[src/design/l1d_pkg.sv]
package l1d_pkg;

    localparam int unsigned ADDR_W = 32;
    localparam int unsigned WORD_W = 32;
    localparam int unsigned STRB_W = WORD_W / 8;
    localparam int unsigned WAY_NUM = 2;
    localparam int unsigned OFFS_LSB = 2;
    localparam int unsigned ID_W = 4;

    // stored tag is address bits 30..12, bit 31 marks uncached
    localparam int unsigned TAG_LSB = 12;
    localparam int unsigned TAG_W = ADDR_W - 1 - TAG_LSB;

    typedef logic [TAG_W-1:0] line_tag_t;

    typedef enum logic [1:0] {
        MSIZE_B = 2'd0,
        MSIZE_H = 2'd1,
        MSIZE_W = 2'd2
    } msize_e;

    // one pending store, hit is one-hot over the ways
    typedef struct packed {
        logic [ADDR_W-OFFS_LSB-1:0] waddr;
        logic [WORD_W-1:0] data;
        logic [STRB_W-1:0] strb;
        logic uncached;
        logic [WAY_NUM-1:0] hit;
    } sb_entry_t;

endpackage
[src/design/commit_writer.sv]
`timescale 1ns/100ps

module commit_writer (
    input  logic clk,
    input  logic rst_n,
    input  logic refill_valid_i,
    input  logic [l1d_pkg::ADDR_W-1:0] refill_addr_i,
    input  logic [l1d_pkg::WORD_W-1:0] refill_data_i,
    input  logic refill_way_i,
    input  logic commit_i,
    input  l1d_pkg::sb_entry_t sb_head_i,
    input  logic sb_empty_i,
    output logic wr_en_o,
    output logic [l1d_pkg::ADDR_W-1:0] wr_addr_o,
    output logic [l1d_pkg::WAY_NUM-1:0] wr_way_o,
    output l1d_pkg::line_tag_t wr_tag_o,
    output logic wr_tag_we_o,
    output logic [l1d_pkg::WORD_W-1:0] wr_data_o,
    output logic [l1d_pkg::STRB_W-1:0] wr_strb_o,
    output logic sb_pop_o,
    output logic drain_valid_o,
    output logic [l1d_pkg::ADDR_W-1:0] drain_addr_o,
    output logic [l1d_pkg::WORD_W-1:0] drain_data_o,
    output logic [l1d_pkg::STRB_W-1:0] drain_strb_o,
    output logic drain_uncached_o
);
    import l1d_pkg::*;

    logic pending_q;
    logic do_commit;

    // refill owns port 1, commits wait for a free cycle
    assign do_commit = ~refill_valid_i & (commit_i | pending_q);
    assign sb_pop_o = do_commit;

    always_ff @(posedge clk) begin
        if (!rst_n) begin
            pending_q <= 1'b0;
        end else if (commit_i && (refill_valid_i || pending_q)) begin
            pending_q <= 1'b1;
        end else if (do_commit) begin
            pending_q <= 1'b0;
        end
    end

    always_comb begin
        if (refill_valid_i) begin
            wr_en_o = 1'b1;
            wr_addr_o = refill_addr_i;
            wr_way_o = WAY_NUM'(1) << refill_way_i;
            wr_tag_we_o = 1'b1;
            wr_data_o = refill_data_i;
            wr_strb_o = '1;
        end else begin
            // only stores that hit update the array
            wr_en_o = do_commit & (|sb_head_i.hit);
            wr_addr_o = {sb_head_i.waddr, {OFFS_LSB{1'b0}}};
            wr_way_o = sb_head_i.hit;
            wr_tag_we_o = 1'b0;
            wr_data_o = sb_head_i.data;
            wr_strb_o = sb_head_i.strb;
        end
    end

    assign wr_tag_o = refill_addr_i[TAG_LSB +: TAG_W];

    always_ff @(posedge clk) begin
        if (!rst_n) begin
            drain_valid_o <= 1'b0;
        end else begin
            drain_valid_o <= do_commit;
        end
    end

    always_ff @(posedge clk) begin
        if (do_commit) begin
            drain_addr_o <= {sb_head_i.waddr, {OFFS_LSB{1'b0}}};
            drain_data_o <= sb_head_i.data;
            drain_strb_o <= sb_head_i.strb;
            drain_uncached_o <= sb_head_i.uncached;
        end
    end

    a_commit_not_empty: assert property (@(posedge clk) disable iff (!rst_n)
        commit_i |-> !sb_empty_i);

    // a second blocked commit would have nowhere to wait
    a_commit_not_lost: assert property (@(posedge clk) disable iff (!rst_n)
        commit_i && refill_valid_i |-> !pending_q);

endmodule

[config.mk]
export PLATFORM = sky130hd
export DESIGN_NAME = commit_writer
export DESIGN_NICKNAME = d
export VERILOG_FILES = /design/src/design/l1d_pkg.sv /design/src/design/commit_writer.sv
export SDC_FILE = /design/constraint.sdc
export NUM_CORES = 1
export LEC_CHECK = 0
export BUFFER_PORTS_ARGS = -buffer_cell sky130_fd_sc_hd__buf_2
export CORE_AREA = 2 2 117 119
export CTS_CLUSTER_SIZE = 12
export DETAILED_ROUTE_END_ITERATION = 12
export DIE_AREA = 0 0 119 121
export SETUP_SLACK_MARGIN = 0.15
export SLEW_MARGIN = 20
export SYNTH_ARGS = -nofsm -noshare
export SYNTH_HDL_FRONTEND = slang
export SYNTH_SLANG_ARGS = --single-unit
[constraint.sdc]
create_clock -name clk -period 4.8 [get_ports clk]
set_input_delay 0.48 -clock clk [delete_from_list [all_inputs] [get_ports clk]]
set_output_delay 0.48 -clock clk [all_outputs]
set_load 0.01 [all_outputs]
==> results.toml, run 1 <==
[status]
status = "complete, no violations"

[logic_synthesis]
ys_ff_latch = 69
synth_area_leaders = "edfxtp_1 (62%), mux2_4 (18%), mux2_2 (8.7%)"
yosysSeqAreaShare = 0.634
syn_area_per_cell_um2 = 18.1
synthArstFlopShare = 0
synthesis.area_um2 = 3240
synth_cell_types = 19
synth_flop_cell = "edfxtp_1"
synth_commonest_cells = "edfxtp_1 (67), mux2_4 (38), mux2_2 (25)"
ys_warn_count = 0
yosys.area.top_type_share = 0.621
synth_edf_count = 67
synth_area_leader_cell = "edfxtp_1"
yosysMostFrequentCell = "edfxtp_1"
syn_inst = 179

[final_layout]
fin_nets = 600
antenna-diode-count = 0
synthToLayoutAreaGrowth_pct = 54.9
n_fill_cell = 1251
drive_gt1_frac = 0.813
utilization = 0.383

[drt]
ant_nets = 0
wl_per_cell_um = 14.3
drtIter0Drc = 73
first_pass_iters = 4
wirelength_um = 9190
drc = 0
via_per_inst = 4.05
routed-via-count = 2598

[placement]
port_buffers = 297
pre_cts_slack_ns = 2.17
routabilityCongestion = 0.767
hpwl_um = 7380

[clocking]
postCtsSetupBuffers = 0
clockRootBuffer = "clkbuf_16"
clock_latency_ns = 0.33
cts_inserted_buffers = 9
clkTransAtPathRegs_ns = 0.05
htree_levels = 3
post_cts_resized = 0
cts_tree = "done"
cts_sinks = 69
hold_buffers = 0
clk_path_buf_depth = 2

[sta]
slew_headroom = 0.549
setup_slack_ns = 2.21
fmax_ghz = 0.387
setup_tns_ns = 0
min_period_ns = 2.59
worstMarginPinSlew_ns = 0.677
setup_viol = 0
hold_viol = 0
slew_viol_final = 0
skew_ns = 0.00724
rsz0062_at_grt = "false"
period_share = 0.539

[global_routing]
grt_max_degree = 47
antenna_found_initial = 0
grt_pass1_wl_um = 13500
gr-total-overflow = 0
grt_usage = 0.125
grt_pass1_vias = 2549

[flow_run]
drv_cap = 0

[pwr]
powerDensity_nw_per_um2 = 320
p_leak_uw = 0.00243
vdd_drop_max_uv = 157

[floorplanning]
die-area_um2 = 14400
die_w_um = 119
core_area_um2 = 13100
start_util = 0.247
die_h_um = 121
rows = 42
ioPinCount = 301

[setup_path]
crit_path_end_kind = "output port"
start_kind = "input pin"
cp_max_fo = 46
path_class = "input pin to output port"
cp.required_ns = 4.32
cp.arrival_ns = 2.11

[worst_hold_path]
hold_path.class = "input pin to flip-flop"
flip-flops by register name, indices dropped and copies added, names as in the netlist:
register,flops
drain_data_o,32
drain_addr_o,30
drain_strb_o,4
drain_uncached_o,1
drain_valid_o,1
pending_q,1
final cells by class:
type / count / area [um2] / area share
clock buffer: 15 / 268 / 0.0534
inverter: 1 / 3.75 / 0.000748
timing repair buffer: 300 / 1510 / 0.301
tap: 176 / 220 / 0.0439
multi-input combinational: 80 / 957 / 0.191
clock inverter: 1 / 5.00 / 0.000998
sequential: 69 / 2050 / 0.409
final timing paths:
kind	cells after the start	to	slack, ns	startpoint
max	4	wr_data_o[11]	2.21	refill_valid_i
min	1	drain_data_o[2]	0.33	sb_head_i[9]
min reg2reg	2	pending_q	0.50	pending_q
max reg2reg	3	drain_strb_o[2]	3.05	pending_q
cells by family (layout without fill, tap and decap cells):
| logic type | after synthesis | count (layout) | synth area share |
|---|---|---|---|
| AO/OA/AOI/OAI | 3 | 3 | 0.00618 |
| buffers and inverters | 31 | 317 | 0.0742 |
| flip-flops | 69 | 69 | 0.634 |
| multiplexers | 64 | 64 | 0.266 |
| other | 1 | 2 | 0.00116 |
| AND/OR/NAND/NOR | 11 | 11 | 0.0185 |
report_power, final:
group / internal, uW / switching (uW) / total, uW
registers: 699 / 6.63 / 706
logic: 151 / 143 / 294
clock network: 377 / 230 / 607
per-layer routing:
layer	global-route usage	up-vias	wire length, um
li1	-	1212	-
met2	0.213	181	4640
met4	0.0655	0	191
met1	0.136	1194	3380
met3	0.0456	11	977
met5	0	-	0
worst max-delay path, cell delays in order:
cell	delay (ns)
buf_4	0.51
buf_4	0.55
mux2_2	0.39
buf_2	0.14
cell usage in the layout, fill, tap and decap left out, drive strengths merged, types with 2 or more instances in the layout:
cell      n
mux2     63
or2       4
clkbuf   15
dfxtp     2
edfxtp   67
nor2      3
and2      2
conb      2
buf     300
through the flow:
stage / cells / total power, uW / hold WS (ns) / instance area, um2
2_1_floorplan: 180 / 877 / 0.458 / 3240
3_3_place_gp: 626 / 1010 / 0.467 / 4740
3_5_place_dp: 626 / 1020 / 0.491 / 4740
4_1_cts: 642 / 1640 / 0.313 / 5020
5_1_grt: 642 / 1680 / 0.317 / 5020
6_report: 642 / 1610 / 0.331 / 5020
No activity file was read; power rests on OpenSTA's default activity.
==> run 2, diff against run 1 <==
- clock period: 4.8 -> 2.6 ns (I/O delays scaled with it)
==> results.toml, run 2 (synthesis gave the netlist of run 1 again) <==
[pwr]
power_frac_clock = 0.366
vdd_drop_max_uv = 336
p_leak_uw = 0.00242
swShare = 0.244
switching_power_uw = 711
power.share.sequential = 0.448
p_int_uw = 2200
combPwrFrac = 0.186
powerDensity_nw_per_um2 = 580

[clocking]
clock_latency_ns = 0.33
cts_tree = "done"
post_cts_resized = 0
cts_sinks = 69
postCtsSetupBuffers = 0
clockRootBuffer = "clkbuf_16"
clk_path_buf_depth = 2
cts_inserted_buffers = 9
htree_levels = 3
hold_buffers = 0
clkTransAtPathRegs_ns = 0.06

[setup_path]
cp_max_fo = 43
max_stage_delay_ns = 0.38
path_class = "input pin to output port"
crit_chain = "buf_4, buf_12, mux2_2, buf_2"
cp.arrival_ns = 1.58
critPathLaunch = "refill_valid_i"
cp.required_ns = 2.34
crit_path_end_kind = "output port"
rr_startpoint = "pending_q"
start_kind = "input pin"
cpMaxStageDelayCell = "buf_4"

[placement]
hpwl_um = 7360
routabilityCongestion = 0.754
placed_area_um2 = 4760
port_buffers = 297

[global_routing]
gr-total-overflow = 0
grt_pass1_vias = 2674
grt_usage = 0.124
grt_pass1_wl_um = 13600
grt_max_degree = 44
antenna_found_initial = 1

[sta]
period_share = 0.706
rsz0062_at_grt = "false"
min_period_ns = 1.84
skew_ns = 0.00421
fmax_ghz = 0.544
setup_tns_ns = 0
slew_viol_final = 0
holdWs_ns = 0.113
setup_viol = 0
hold_viol = 0

[drt]
drc = 0
m1WireLength_um = 3170
routed-via-count = 2547
wl_per_cell_um = 14.1
top_layer_used = "met4"
wirelength_um = 9050
first_pass_iters = 4
met2_length_um = 4730
via_per_inst = 3.97
drtIter0Drc = 50
ant_nets = 0
met3_length_um = 966

[status]
status = "complete, no violations"

[floorplanning]
die-area_um2 = 14400
rows = 42
ioPinCount = 301
die_w_um = 119
start_util = 0.247
core_area_um2 = 13100
die_h_um = 121

[flow_run]
drv_cap = 0

[final_layout]
synthToLayoutAreaGrowth_pct = 54.9
top_regs = "drain_data_o (32), drain_addr_o (30), drain_strb_o (4)"
fin_area_um2 = 5010
largest_reg_flops = 32
layout_common_cells = "buf_2 (296), edfxtp_1 (67), mux2_4 (38), mux2_2 (25), clkbuf_16 (9)"
fin_nets = 600
final-seq-area_um2 = 2050
layout_commonest_cell = "buf_2"
multiInputGateArea_um2 = 957
drive_gt1_frac = 0.821
largest-register = "drain_data_o"
n_fill_cell = 1258

[worst_hold_path]
hold_path.class = "input pin to flip-flop"
min_from = "sb_head_i[6]"
run 2: changes by cell type in the layout (fill, tap and decap cells not counted):
cell        previous run  this run
clkbuf_1               4         0
clkbuf_8               2         0
clkinv_2               1         3
clkinvlp_4             0         2
buf_12                 0         1
buf_4                  4         3
diode_2                0         1
run 2: worst max-delay path, delay by kind of cell:
| family | cells | cell delay [ns] |
|---|---|---|
| buffers and inverters | 3 | 0.87 |
| multiplexers | 1 | 0.38 |
run 2: area by class of cell:
cell class	count	area share
Antenna cell	1	0.000499
Clock buffer	9	0.0449
Clock inverter	5	0.00599
Inverter	1	0.000749
Multi-Input combinational cell	80	0.191
Sequential cell	69	0.409
Tap cell	176	0.0439
Timing Repair Buffer	300	0.304
run 2: metal layers:
| metal | up-vias | global-route usage |
|---|---|---|
| li1 | 1207 | - |
| met5 | - | 0 |
| met4 | 0 | 0.0603 |
| met1 | 1145 | 0.125 |
| met3 | 10 | 0.0461 |
| met2 | 185 | 0.226 |
run 2: power by group through the flow:
stage               clock network [uW]  registers (uW)  logic (uW)
detailed placement                   0            1330         551
global route                      1140            1310         586
CTS                               1110            1300         553
global placement                     0            1320         544
floorplan                            0            1360         257
finish                            1060            1300         542
run 2: metrics by stage:
| step | total power, uW | worst slack (ns) | std cells | util |
|---|---|---|---|---|
| finish | 2910 | 0.763 | 641 | 0.383 |
| global route | 3040 | 0.694 | 640 | 0.383 |
| CTS | 2960 | 0.748 | 640 | 0.383 |
| detailed placement | 1880 | 0.748 | 626 | 0.364 |
| global placement | 1870 | 0.776 | 626 | 0.364 |
| floorplan | 1620 | 0.573 | 180 | - |
run 2: worst paths after layout:
| path | depth (start not counted) | slack (ns) | to |
|---|---|---|---|
| worst max-delay path | 4 | 0.76 | wr_data_o[7] |
| worst min-delay path | 1 | 0.11 | drain_strb_o[3] |
| worst max register to register | 3 | 1.31 | drain_data_o[15] |
| worst min register to register | 2 | 0.48 | pending_q |
